[config.mk]
export PLATFORM = sky130hd
export DESIGN_NAME = clock_set_top
export DESIGN_NICKNAME = d
export VERILOG_FILES = /design/src/rtl/clock_set_pkg.sv /design/src/rtl/date_time_if.sv /design/src/rtl/button_pulse.sv /design/src/rtl/clock_set_top.sv /design/src/rtl/cursor_ctrl.sv /design/src/rtl/digit_editor.sv /design/src/rtl/weekday_calc.sv
export SDC_FILE = /design/constraint.sdc
export NUM_CORES = 1
export LEC_CHECK = 0
export BUFFER_PORTS_ARGS = -buffer_cell sky130_fd_sc_hd__buf_2
export CORE_MARGIN = 5
export CORE_UTILIZATION = 30
export CTS_CLUSTER_SIZE = 28
export DETAILED_ROUTE_END_ITERATION = 7
export HOLD_SLACK_MARGIN = 0.1
export MAX_ROUTING_LAYER = met4
export PLACE_DENSITY = 0.57
export SYNTH_ARGS = -nofsm -noshare
export SYNTH_HDL_FRONTEND = slang
export SYNTH_SLANG_ARGS = --single-unit
[constraint.sdc]
create_clock -name clk -period 58.1 [get_ports clk]
set_input_delay 8.715 -clock clk [delete_from_list [all_inputs] [get_ports clk]]
set_output_delay 8.715 -clock clk [all_outputs]
set_load 0.01 [all_outputs]
[src/rtl/clock_set_pkg.sv]
package clock_set_pkg;

    typedef logic [3:0]  bcd_digit_t;
    typedef logic [7:0]  bcd_byte_t;    // two bcd digits
    typedef logic [15:0] bcd_year_t;
    typedef logic [3:0]  weekday_t;     // 1 = monday .. 7 = sunday
    typedef logic [83:0] time_string_t;

    // cursor positions, seconds units at 0 up to year thousands at 13
    typedef enum logic [3:0] {
        POS_SEC_U   = 4'd0,
        POS_SEC_T   = 4'd1,
        POS_MIN_U   = 4'd2,
        POS_MIN_T   = 4'd3,
        POS_HOUR_U  = 4'd4,
        POS_HOUR_T  = 4'd5,
        POS_DAY_U   = 4'd6,
        POS_DAY_T   = 4'd7,
        POS_MON_U   = 4'd8,
        POS_MON_T   = 4'd9,
        POS_YEAR_U  = 4'd10,
        POS_YEAR_T  = 4'd11,
        POS_YEAR_H  = 4'd12,
        POS_YEAR_TH = 4'd13
    } digit_pos_t;

    localparam int NUM_DIGITS = 14;

    localparam bcd_digit_t SEPARATOR = 4'hB;  // blank nibble between fields

    localparam bcd_year_t RESET_YEAR  = 16'h2023;
    localparam bcd_byte_t RESET_MONTH = 8'h01;
    localparam bcd_byte_t RESET_DAY   = 8'h01;

endpackage

[src/rtl/date_time_if.sv]
`timescale 1ns/1ps

interface date_time_if
    import clock_set_pkg::*;
();

    bcd_year_t year;
    bcd_byte_t month;
    bcd_byte_t day;
    bcd_byte_t hour;
    bcd_byte_t minute;
    bcd_byte_t second;

    modport editor (
        output year, month, day, hour, minute, second
    );

    modport reader (
        input year, month, day, hour, minute, second
    );

endinterface

[src/rtl/button_pulse.sv]
`timescale 1ns/1ps

module button_pulse #(
    parameter int HOLD_CYCLES = 3
) (
    input  logic clk,
    input  logic rst_n,
    input  logic enable,
    input  logic btn_a,
    input  logic btn_b,
    output logic step_a,
    output logic step_b
);

    localparam int CNT_W = $clog2(HOLD_CYCLES + 2);

    logic [CNT_W-1:0] hold_cnt;
    logic             held;
    logic             fire;

    assign held = enable && (btn_a || btn_b);

    always_ff @(posedge clk or negedge rst_n) begin
        if (!rst_n) begin
            hold_cnt <= '0;
        end else if (!held) begin
            hold_cnt <= '0;
        end else if (hold_cnt <= CNT_W'(HOLD_CYCLES)) begin
            hold_cnt <= hold_cnt + 1'b1;  // parks one past threshold so no repeat
        end
    end

    assign fire   = held && (hold_cnt == CNT_W'(HOLD_CYCLES));
    assign step_a = fire && btn_a;  // a wins when both held
    assign step_b = fire && !btn_a;

    a_single_step: assert property (@(posedge clk) disable iff (!rst_n)
        (step_a || step_b) |=> !(step_a || step_b));

endmodule

[src/rtl/clock_set_top.sv]
`timescale 1ns/1ps

module clock_set_top
    import clock_set_pkg::*;
#(
    parameter int HOLD_CYCLES = 3
) (
    input  logic         clk,
    input  logic         rst_n,
    input  logic         set_mode,
    input  logic         button_left,
    input  logic         button_right,
    input  logic         button_up,
    input  logic         button_down,
    output bcd_year_t    year,
    output bcd_byte_t    month,
    output bcd_byte_t    day,
    output bcd_byte_t    hour,
    output bcd_byte_t    minute,
    output bcd_byte_t    second,
    output weekday_t     weekday,
    output digit_pos_t   cursor,
    output time_string_t time_string
);

    logic move_left;
    logic move_right;
    logic step_up;
    logic step_down;

    date_time_if dt_bus ();

    button_pulse #(.HOLD_CYCLES(HOLD_CYCLES)) u_move (
        .clk    (clk),
        .rst_n  (rst_n),
        .enable (set_mode),
        .btn_a  (button_left),
        .btn_b  (button_right),
        .step_a (move_left),
        .step_b (move_right)
    );

    button_pulse #(.HOLD_CYCLES(HOLD_CYCLES)) u_step (
        .clk    (clk),
        .rst_n  (rst_n),
        .enable (set_mode),
        .btn_a  (button_up),
        .btn_b  (button_down),
        .step_a (step_up),
        .step_b (step_down)
    );

    cursor_ctrl u_cursor (
        .clk        (clk),
        .rst_n      (rst_n),
        .move_left  (move_left),
        .move_right (move_right),
        .cursor     (cursor)
    );

    digit_editor u_editor (
        .clk    (clk),
        .rst_n  (rst_n),
        .inc    (step_up),
        .dec    (step_down),
        .cursor (cursor),
        .dt     (dt_bus.editor)
    );

    weekday_calc u_weekday (
        .clk     (clk),
        .rst_n   (rst_n),
        .dt      (dt_bus.reader),
        .weekday (weekday)
    );

    assign year   = dt_bus.year;
    assign month  = dt_bus.month;
    assign day    = dt_bus.day;
    assign hour   = dt_bus.hour;
    assign minute = dt_bus.minute;
    assign second = dt_bus.second;

    // year mm dd wd hh mm ss, 84 bits
    assign time_string = {dt_bus.year, SEPARATOR, dt_bus.month, SEPARATOR, dt_bus.day,
                          SEPARATOR, weekday, SEPARATOR, dt_bus.hour, SEPARATOR,
                          dt_bus.minute, SEPARATOR, dt_bus.second};

endmodule

[src/rtl/cursor_ctrl.sv]
`timescale 1ns/1ps

module cursor_ctrl
    import clock_set_pkg::*;
(
    input  logic       clk,
    input  logic       rst_n,
    input  logic       move_left,
    input  logic       move_right,
    output digit_pos_t cursor
);

    always_ff @(posedge clk or negedge rst_n) begin
        if (!rst_n) begin
            cursor <= POS_YEAR_TH;
        end else if (move_left) begin
            if (cursor == POS_YEAR_TH) begin
                cursor <= POS_SEC_U;  // wrap past the year
            end else begin
                cursor <= digit_pos_t'(cursor + 4'd1);
            end
        end else if (move_right) begin
            if (cursor == POS_SEC_U) begin
                cursor <= POS_YEAR_TH;
            end else begin
                cursor <= digit_pos_t'(cursor - 4'd1);
            end
        end
    end

    a_cursor_range: assert property (@(posedge clk) disable iff (!rst_n)
        cursor < NUM_DIGITS);

endmodule

[src/rtl/digit_editor.sv]
`timescale 1ns/1ps

module digit_editor
    import clock_set_pkg::*;
(
    input  logic               clk,
    input  logic               rst_n,
    input  logic               inc,
    input  logic               dec,
    input  digit_pos_t         cursor,
    date_time_if.editor        dt
);

    bcd_digit_t [NUM_DIGITS-1:0] digits;

    bcd_digit_t cur;
    bcd_digit_t lo;
    bcd_digit_t hi;
    logic       is_feb;
    logic       mon_31;
    logic       leap;
    logic       year_top_zero;
    logic [4:0] low_sum;
    logic [4:0] cent_sum;

    assign cur = digits[cursor];

    assign is_feb = ({digits[POS_MON_T], digits[POS_MON_U]} == 8'h02);

    always_comb begin
        case ({digits[POS_MON_T], digits[POS_MON_U]})
            8'h01, 8'h03, 8'h05, 8'h07, 8'h08, 8'h10, 8'h12: mon_31 = 1'b1;
            default: mon_31 = 1'b0;
        endcase
    end

    // 10 = 2 mod 4, so a two digit bcd value divides by 4 when 2*tens + units does
    assign low_sum  = {digits[POS_YEAR_T], 1'b0} + 5'(digits[POS_YEAR_U]);
    assign cent_sum = {digits[POS_YEAR_TH], 1'b0} + 5'(digits[POS_YEAR_H]);

    always_comb begin
        if (digits[POS_YEAR_T] == 4'd0 && digits[POS_YEAR_U] == 4'd0) begin
            leap = (cent_sum[1:0] == 2'd0);  // century year
        end else begin
            leap = (low_sum[1:0] == 2'd0);
        end
    end

    assign year_top_zero = (digits[POS_YEAR_TH] == 4'd0) && (digits[POS_YEAR_H] == 4'd0)
                           && (digits[POS_YEAR_T] == 4'd0);

    // wrap limits of the digit under the cursor
    always_comb begin
        lo = 4'd0;
        hi = 4'd9;
        case (cursor)
            POS_SEC_T, POS_MIN_T: begin
                hi = 4'd5;
            end
            POS_HOUR_T: begin
                hi = 4'd2;
            end
            POS_DAY_U: begin
                if (is_feb && digits[POS_DAY_T] == 4'd2) begin
                    hi = leap ? 4'd9 : 4'd8;
                end else if (mon_31 && digits[POS_DAY_T] == 4'd3) begin
                    hi = 4'd1;
                end else if (!is_feb && digits[POS_DAY_T] == 4'd3) begin
                    hi = 4'd0;  // 30 day month, only day 30
                end else if (digits[POS_DAY_T] == 4'd0) begin
                    lo = 4'd1;
                end
            end
            POS_DAY_T: begin
                hi = is_feb ? 4'd2 : 4'd3;
            end
            POS_MON_U: begin
                if (digits[POS_MON_T] == 4'd1) begin
                    hi = 4'd2;
                end else begin
                    lo = 4'd1;
                end
            end
            POS_MON_T: begin
                hi = 4'd1;
            end
            POS_YEAR_U: begin
                if (year_top_zero) begin
                    lo = 4'd1;  // no year 0000
                end
            end
            default: begin
                hi = 4'd9;
            end
        endcase
    end

    always_ff @(posedge clk or negedge rst_n) begin
        if (!rst_n) begin
            digits <= {RESET_YEAR, RESET_MONTH, RESET_DAY, 24'h00_0000};
        end else if (inc) begin
            digits[cursor] <= (cur >= hi) ? lo : cur + 4'd1;
        end else if (dec) begin
            digits[cursor] <= (cur <= lo) ? hi : cur - 4'd1;  // feb day tens 3 drops to 2
        end
    end

    assign dt.year   = digits[POS_YEAR_TH:POS_YEAR_U];
    assign dt.month  = digits[POS_MON_T:POS_MON_U];
    assign dt.day    = digits[POS_DAY_T:POS_DAY_U];
    assign dt.hour   = digits[POS_HOUR_T:POS_HOUR_U];
    assign dt.minute = digits[POS_MIN_T:POS_MIN_U];
    assign dt.second = digits[POS_SEC_T:POS_SEC_U];

    for (genvar i = 0; i < NUM_DIGITS; i++) begin : g_bcd_chk
        a_bcd_digit: assert property (@(posedge clk) disable iff (!rst_n)
            digits[i] <= 4'd9);
    end

endmodule

[src/rtl/weekday_calc.sv]
`timescale 1ns/1ps

module weekday_calc
    import clock_set_pkg::*;
(
    input  logic        clk,
    input  logic        rst_n,
    date_time_if.reader dt,
    output weekday_t    weekday
);

    logic [15:0] year_bin;
    logic [15:0] mon_bin;
    logic [15:0] day_bin;
    logic [15:0] yf;
    logic [15:0] mf;
    logic [15:0] sum;
    logic [2:0]  rem;
    weekday_t    weekday_d;

    assign year_bin = 16'(dt.year[15:12]) * 16'd1000 + 16'(dt.year[11:8]) * 16'd100
                      + 16'(dt.year[7:4]) * 16'd10 + 16'(dt.year[3:0]);
    assign mon_bin  = 16'(dt.month[7:4]) * 16'd10 + 16'(dt.month[3:0]);
    assign day_bin  = 16'(dt.day[7:4]) * 16'd10 + 16'(dt.day[3:0]);

    always_comb begin
        if (mon_bin == 16'd1 || mon_bin == 16'd2) begin
            mf = mon_bin + 16'd12;  // jan and feb belong to the previous year
            yf = year_bin - 16'd1;
        end else begin
            mf = mon_bin;
            yf = year_bin;
        end
    end

    assign sum = day_bin + (mf << 1) + (16'd3 * (mf + 16'd1)) / 16'd5 + yf + yf / 16'd4
                 - yf / 16'd100 + yf / 16'd400 + 16'd1;
    assign rem = 3'(sum % 16'd7);

    assign weekday_d = (rem == 3'd0) ? 4'd7 : {1'b0, rem};  // 0 is sunday

    always_ff @(posedge clk or negedge rst_n) begin
        if (!rst_n) begin
            weekday <= 4'd7;  // reset date is a sunday
        end else begin
            weekday <= weekday_d;
        end
    end

    a_weekday_hold: assert property (@(posedge clk) disable iff (!rst_n)
        $stable({dt.year, dt.month, dt.day}) |=> $stable(weekday));

endmodule

==> results of run 1 <==
-- registers in the layout (all words and copies together) (netlist names) --
name / flops
u_step.hold_cnt: 3
u_editor.dt.year: 16
u_editor.dt.hour: 8
u_editor.dt.month: 8
u_weekday.weekday: 3
u_cursor.cursor: 4
u_editor.dt.day: 8
u_editor.dt.minute: 8
u_editor.dt.second: 8
u_move.hold_cnt: 3
-- layout by cell type (no fill, tap or decap), types with 18 or more instances in the layout --
master	count
o21a_1	21
a21o_1	28
xor2_1	24
inv_1	117
nand2_1	107
mux2_2	35
nor4_1	28
a21oi_1	104
or3_1	25
nor2b_1	18
o211ai_1	20
nor2_1	136
a211oi_1	23
nand3_1	48
fa_1	70
mux2i_1	22
dfrtp_1	57
nand4_1	19
a31oi_1	23
buf_2	127
conb_1	34
ha_1	124
nor3_1	67
o21ai_1	19
nand2b_1	22
o21ai_0	93
xnor2_1	65
-- metrics by stage --
stage | hold slack (ns) | utilization
2_1_floorplan | 0.4767 | -
3_3_place_gp | 0.4994 | 0.3188
3_5_place_dp | 0.5107 | 0.3188
4_1_cts | 0.5190 | 0.3256
5_1_grt | 0.5548 | 0.3256
6_report | 0.5271 | 0.3256
-- metal layers --
metal	global-route usage	up-vias	share of wire	wire [µm]
li1	-	6691	-	-
met1	0.2123	6690	0.47	19960
met2	0.2643	360	0.47	20050
met3	0.01211	30	0.043	1833
met4	0.02400	0	0.0096	404
met5	-	-	0	0
-- path summary, 6_finish.rpt --
| kind | from | to | slack (ns) | cells after the start |
|---|---|---|---|---|
| min reg2reg | u_step.hold_cnt[0] | u_step.hold_cnt[0] | 0.53 | 1 |
| max reg2reg | u_editor.dt.year[13] | u_weekday.weekday[0] | 35.07 | 84 |
| min in group asynchronous | rst_n | u_editor.dt.second[3] | 8.52 | 1 |
| max | u_editor.dt.year[13] | u_weekday.weekday[0] | 35.07 | 84 |
| max in group asynchronous | rst_n | u_editor.dt.day[2] | 49.01 | 1 |
| min | u_step.hold_cnt[0] | u_step.hold_cnt[0] | 0.53 | 1 |
-- worst max-delay path, delay by kind of cell, from the launching register on --
family / cells / cell delay, ns
fa+ha+maj: 15 / 5.52
mux: 5 / 1.63
xor+xnor: 3 / 0.58
compound gates: 39 / 10.53
flops: 1 / 0.71
buf+inv: 7 / 0.52
simple gates: 15 / 3.47
-- cell type report --
type                    instances  area, µm²  share of cell area
multi-input cells            1511      11840              0.7442
clock inverters                 7      105.1            0.006608
inverters                     124      470.5             0.02958
flip-flops and latches         69       1742              0.1095
clock buffers                   9      225.2             0.01416
well taps                     664      830.8             0.05224
repair buffers                135      695.7             0.04374
-- cells by family after synthesis --
kind of cell	Yosys count
and+or+nand+nor	570
adders and majority gates	197
xor gates and xnor gates	98
DFF	69
muxes	77
AOI/OAI and AO/OA	535
other	2
buffers and inverters	259
==> results.py, run 1 <==
metrics = {
    "logic_synthesis": {
        "synthFlopType": "dfrtp_1",
        "synth-simple-area-share": 0.1994,
        "synth.ff_latch_count": 69,
        "synth_top_area_cell": "ha_1",
        "ys_types": 122,
        "synth-xor-area-share": 0.06402,
        "ys_warn_count": 0,
        "synth_top_family_by_area": "compound AO/OA/AOI/OAI gates",
        "synth_area_um2": 14760,
        "yosysSeqAreaShare": 0.1180,
        "ys_async_sr_fraction": 1.000,
        "synth_cells": 1807,
        "syn_area_per_cell_um2": 8.166,
        "synth_compound_area_frac": 0.2586,
        "synth_mux_area_frac": 0.06876,
        "yosysMostFrequentCell": "nor2_1",
        "synth_edf_count": 0,
        "ys_top_cells_by_area": "ha_1, dfrtp_1, fa_1, buf_4, xnor2_1",
        "synth_fa_ha_area_frac": 0.2021,
        "synth_top_area_frac": 0.1051,
        "synthTopCellsByCount": "nor2_1, ha_1, inv_1",
    },
    "global_routing": {
        "grt_usage": 0.1570,
        "grt_pass1_vias": 13120,
        "grt_remaining_overflow": 0,
        "grt_max_degree": 70,
        "antenna_found_initial": 0,
        "grt_pass1_wl_um": 69550,
    },
    "route": {
        "routed_wl_um": 42250,
        "avgViaCountPerCell": 5.467,
        "ant_nets": 0,
        "routed-via-count": 13770,
        "drt_iter0_markers": 1015,
        "post-route-drc-count": 0,
        "wl_per_cell_um": 16.77,
        "drt_first_pass_iters": 5,
    },
    "timing": {
        "worst_pin_slew_ns": 1.160,
        "setup_tns_ns": 0,
        "fmax_ghz": 0.04342,
        "setup_viol": 0,
        "timing.final.crit_share": 0.3964,
        "hold_viol_final": 0,
        "clock_skew_ns": 0.009278,
        "fin_ws_ns": 35.07,
        "rsz0062_at_grt": "false",
        "maxSlewHeadroom": 0.2209,
        "min_period_ns": 23.03,
        "maxSlewViolCount": 0,
    },
    "clock_network": {
        "h-tree-depth": 3,
        "clock_latency_ns": 0.34,
        "cts_resized": 0,
        "clk_path_buf_depth": 2,
        "cts_tree": "yes",
        "cts_sinks": 69,
        "cts-hold-fix-buffers": 0,
        "clk_pin_slew_ns": 0.07,
        "postCtsSetupBuffers": 0,
        "cts_buffers": 9,
        "cts_root_buffer": "clkbuf_16",
    },
    "setup_path": {
        "cp_slowest_stage_delay_ns": 0.97,
        "crit_required_ns": 58.37,
        "crit_type": "reg -> reg",
        "cp_slowest_cell": "a211oi_1",
        "worstSetupEndpointType": "flop",
        "path_max_fanout": 12,
        "startpoint_type": "flop",
        "crit_arrival_ns": 23.31,
    },
    "layout": {
        "final_area_um2": 15900,
        "drive_gt1_frac": 0.1547,
        "n_antenna_cell": 0,
        "area_growth_pct": 7.775,
        "final_nets": 2051,
        "fill_cells": 5200,
        "fin_cells": 2519,
    },
    "placed_design": {
        "place_ws_ns": 35.36,
        "place_hpwl_um": 33940,
        "dpl_cell_area_um2": 15570,
        "dp_cells": 2503,
        "place_congestion": 0.9041,
        "port_buffers": 128,
    },
    "floorplan": {
        "ioPinCount": 155,
        "die_w_um": 231.8,
        "start_util": 0.3021,
        "fp.dieArea_um2": 53720,
        "core-area_um2": 48850,
        "std_cell_rows": 81,
        "die_y_um": 231.8,
    },
    "status": {
        "status": "finished clean",
    },
    "job": {
        "drv_cap": 0,
    },
    "hold_path": {
        "min_path_type": "reg -> reg",
    },
}
Power of run 1 is left out: the tool's default activity adds up to more than one toggle a clock period on the data nets, which glitch-free logic cannot reach.
==> run 2, diff against run 1 <==
Clock period 58.1 ns to 23.5 ns, I/O delays scaled along.
==> results.py, run 2 (same netlist as run 1, synthesis figures left out) <==
metrics = {
    "route": {
        "drt_iter0_markers": 1038,
        "post-route-drc-count": 0,
        "routed_wl_um": 42750,
        "routed-via-count": 13940,
        "drt_first_pass_iters": 5,
        "wl_per_cell_um": 16.92,
        "ant_nets": 0,
        "avgViaCountPerCell": 5.518,
    },
    "timing": {
        "maxSlewViolCount": 0,
        "fin_ws_ns": 1.393,
        "timing.final.crit_share": 0.9407,
        "setup_viol": 0,
        "setup_tns_ns": 0,
        "clock_skew_ns": 0.01401,
        "hold_viol_final": 0,
        "fmax_ghz": 0.04524,
        "maxSlewHeadroom": 0.2170,
        "worst_pin_slew_ns": 1.166,
        "min_period_ns": 22.11,
        "rsz0062_at_grt": "false",
    },
    "placed_design": {
        "place_hpwl_um": 34140,
        "dpl_cell_area_um2": 15570,
        "port_buffers": 128,
        "place_ws_ns": 0.7573,
        "place_congestion": 0.9106,
    },
    "floorplan": {
        "std_cell_rows": 81,
        "start_util": 0.3021,
        "die_w_um": 231.8,
        "fp.dieArea_um2": 53720,
        "core-area_um2": 48850,
        "die_y_um": 231.8,
        "ioPinCount": 155,
    },
    "clock_network": {
        "h-tree-depth": 3,
        "clk_path_buf_depth": 2,
        "cts_buffers": 9,
        "clock_latency_ns": 0.35,
        "cts_root_buffer": "clkbuf_16",
        "clk_pin_slew_ns": 0.07,
        "cts_tree": "yes",
        "cts-hold-fix-buffers": 0,
        "cts_sinks": 69,
    },
    "setup_path": {
        "worstSetupEndpointType": "flop",
        "cp_slowest_cell": "dfstp_2",
        "cpMostUsedCell": "ha_1",
        "crit_required_ns": 23.78,
        "crit_type": "reg -> reg",
        "startpoint_type": "flop",
        "cp_slowest_stage_delay_ns": 0.70,
        "path_max_fanout": 12,
        "crit_arrival_ns": 22.38,
    },
    "global_routing": {
        "antenna_found_initial": 2,
        "grt_max_degree": 70,
        "grt_pass1_vias": 13000,
        "grt_usage": 0.1564,
        "grt_remaining_overflow": 0,
        "grt_pass1_wl_um": 68840,
    },
    "status": {
        "status": "finished clean",
    },
    "layout": {
        "area_growth_pct": 8.784,
        "largest_reg_flops": 16,
        "final_nets": 2056,
        "final_area_um2": 16050,
        "drive_gt1_frac": 0.1651,
        "layout_common_cells": "nor2_1, buf_2, ha_1",
        "final_common_cell": "nor2_1",
        "fill_cells": 5185,
    },
    "hold_path": {
        "min_path_type": "reg -> reg",
    },
    "job": {
        "drv_cap": 0,
    },
}
-- run 2: changes by cell type in the layout (fill, tap and decap cells not counted), sizes merged --
cell      change
buf           +5
clkinvlp      +2
clkinv        -1
bufinv        -1
diode         +2
-- run 2: final timing paths --
path                                         endpoint  slack, ns  cells after the start                  from
worst max-delay path             u_weekday.weekday[0]       1.39                     85  u_editor.dt.year[13]
worst min-delay path               u_step.hold_cnt[0]       0.53                      1    u_step.hold_cnt[0]
worst max register to register   u_weekday.weekday[0]       1.39                     85  u_editor.dt.year[13]
worst min register to register     u_step.hold_cnt[0]       0.53                      1    u_step.hold_cnt[0]
max in group asynchronous          u_editor.dt.day[2]      19.59                      1                 rst_n
min in group asynchronous       u_editor.dt.second[1]       3.33                      1                 rst_n
-- run 2: routing by layer --
layer  GRT usage  up-vias  share of wire
met5           -        -              0
met4     0.03231        0          0.018
met3     0.02140       52          0.056
met2      0.2583      412           0.47
met1      0.2065     6781           0.45
li1            -     6693              -
-- run 2: metrics by stage --
stage / std cells / hold slack, ns / util
2_1_floorplan: 1839 / 0.4767 / -
3_3_place_gp: 2502 / 0.5001 / 0.3188
3_5_place_dp: 2502 / 0.5178 / 0.3188
4_1_cts: 2518 / 0.5282 / 0.3251
5_1_grt: 2526 / 0.5620 / 0.3286
6_report: 2526 / 0.5282 / 0.3286
-- run 2: worst max-delay path, delay by kind of cell (launching register included) --
family          cells  cell delay, ns
flops               1            0.70
simple gates       16            4.37
compound gates     40            9.04
buf+inv             7            0.54
mux                 5            1.57
xor+xnor            3            0.67
fa+ha+maj          14            5.10
-- run 2: cell type report --
| type | count | area (µm²) | area share |
|---|---|---|---|
| Inverter | 124 | 470.5 | 0.02931 |
| Timing Repair Buffer | 140 | 733.2 | 0.04567 |
| Clock inverter | 7 | 81.33 | 0.005066 |
| Antenna cell | 2 | 5.005 | 0.0003118 |
| Tap cell | 664 | 830.8 | 0.05175 |
| Sequential cell | 69 | 1742 | 0.1085 |
| Clock buffer | 9 | 225.2 | 0.01403 |
| Multi-Input combinational cell | 1511 | 11970 | 0.7454 |
-- run 2: timing repair --
action | in CTS | in global routing
setup endpoints to repair | 0 | 3
buffers inserted | 0 | 6
resized for setup | 0 | 20
Power of run 2 is left out for the same reason.
==> run 3, diff against run 2 <==
Settings changed: CORE_UTILIZATION 30 to 50, PLACE_DENSITY 0.57 to 0.8.
==> results.py, run 3 (same netlist as run 1, synthesis figures left out) <==
metrics = {
    "status": {
        "status": "finished clean",
    },
    "layout": {
        "fill_cells": 2656,
        "final_area_um2": 15680,
        "n_antenna_cell": 0,
        "drive_gt1_frac": 0.1612,
        "final_nets": 2051,
        "layout_common_cells": "nor2_1, buf_2, ha_1",
        "final_common_cell": "nor2_1",
        "area_growth_pct": 6.274,
        "largest_reg_flops": 16,
    },
    "placed_design": {
        "place_congestion": 0.9884,
        "place_ws_ns": 0.9836,
        "dpl_cell_area_um2": 15200,
        "place_hpwl_um": 31010,
        "port_buffers": 128,
    },
    "route": {
        "post-route-drc-count": 0,
        "routed_wl_um": 39430,
        "drt_first_pass_iters": 6,
        "ant_nets": 0,
        "drt_iter0_markers": 1236,
        "wl_per_cell_um": 17.61,
        "avgViaCountPerCell": 6.314,
        "routed-via-count": 14140,
    },
    "global_routing": {
        "grt_max_degree": 70,
        "grt_pass1_vias": 13370,
        "grt_usage": 0.2366,
        "antenna_found_initial": 0,
        "grt_remaining_overflow": 0,
        "grt_pass1_wl_um": 65810,
    },
    "setup_path": {
        "r2r-start": "u_editor.dt.year[13]",
        "cp_slowest_stage_delay_ns": 0.70,
        "crit_type": "reg -> reg",
        "cpMostUsedCell": "ha_1",
        "worstSetupEndpointType": "flop",
        "r2r_slack_ns": 1.57,
        "ff2ff_path_depth": 84,
        "rr_endpoint": "u_weekday.weekday[0]",
        "startpoint_type": "flop",
        "path_max_fanout": 12,
        "cp_slowest_cell": "dfstp_2",
        "cp-endpoint": "u_weekday.weekday[0]",
        "crit_arrival_ns": 22.20,
        "critPathLaunch": "u_editor.dt.year[13]",
        "crit_required_ns": 23.77,
    },
    "hold_path": {
        "min_path_type": "reg -> reg",
        "hp-start": "u_step.hold_cnt[0]",
    },
    "timing": {
        "min_period_ns": 21.93,
        "fmax_ghz": 0.04560,
        "setup_tns_ns": 0,
        "setup_viol": 0,
        "fin_ws_ns": 1.572,
        "timing.final.crit_share": 0.9331,
        "worst_pin_slew_ns": 1.181,
        "hold_viol_final": 0,
        "maxSlewViolCount": 0,
        "clock_skew_ns": 0.01341,
        "holdWs_ns": 0.5117,
        "maxSlewHeadroom": 0.2046,
    },
    "floorplan": {
        "fp.dieArea_um2": 33050,
        "std_cell_rows": 62,
        "ioPinCount": 155,
        "die_y_um": 181.8,
        "start_util": 0.5100,
        "core-area_um2": 28940,
        "die_w_um": 181.8,
    },
    "clock_network": {
        "clock_latency_ns": 0.34,
        "cts_tree": "yes",
        "clk_path_buf_depth": 2,
        "cts_root_buffer": "clkbuf_16",
        "cts-hold-fix-buffers": 0,
        "cts_sinks": 69,
        "h-tree-depth": 3,
        "clk_pin_slew_ns": 0.07,
        "cts_buffers": 9,
    },
    "job": {
        "drv_cap": 0,
    },
}
[run 3: how the worst min path moves through the flow]
stage / cells after the start / slack, ns / to
after floorplan: 1 / 0.48 / u_step.hold_cnt[0]
after global placement: 1 / 0.51 / u_step.hold_cnt[0]
after detailed placement: 1 / 0.50 / u_step.hold_cnt[0]
after CTS: 1 / 0.51 / u_step.hold_cnt[0]
after global routing: 1 / 0.56 / u_step.hold_cnt[0]
final: 1 / 0.51 / u_step.hold_cnt[0]
[run 3: layout make-up]
type / count / area (µm²) / area share
Clock buffer: 10 / 229.0 / 0.01460
Clock inverter: 6 / 112.6 / 0.007180
Inverter: 124 / 470.5 / 0.03000
Multi-Input combinational cell: 1511 / 11960 / 0.7623
Sequential cell: 69 / 1742 / 0.1111
Tap cell: 384 / 480.5 / 0.03064
Timing Repair Buffer: 135 / 693.2 / 0.04420
[run 3: layer usage]
| metal | vias up | global-route usage | routed length (µm) |
|---|---|---|---|
| met5 | - | - | 0 |
| met4 | 0 | 0.05464 | 842 |
| met3 | 85 | 0.02141 | 2551 |
| li1 | 6691 | - | - |
| met2 | 575 | 0.3989 | 19090 |
| met1 | 6786 | 0.3105 | 16940 |
[run 3: what timing repair did]
item	CTS	global route
buffers inserted	0	2
endpoints found under the setup margin	0	3
resized for setup	0	20
[run 3: critical path, delay by kind of cell, from the launching register on]
family | cells | cell delay (ns)
adders and majority gates | 14 | 5.11
muxes | 4 | 1.33
buffers and inverters | 7 | 0.53
xor gates and xnor gates | 2 | 0.31
and+or+nand+nor | 17 | 4.37
DFF | 1 | 0.70
AOI/OAI and AO/OA | 40 | 9.47
[run 3: per-stage QoR]
stage          std cells  utilization
2_1_floorplan       1839            -
3_3_place_gp        2221       0.5253
3_5_place_dp        2221       0.5253
4_1_cts             2237       0.5371
5_1_grt             2239       0.5420
6_report            2239       0.5420
Power of run 3 is left out for the same reason.
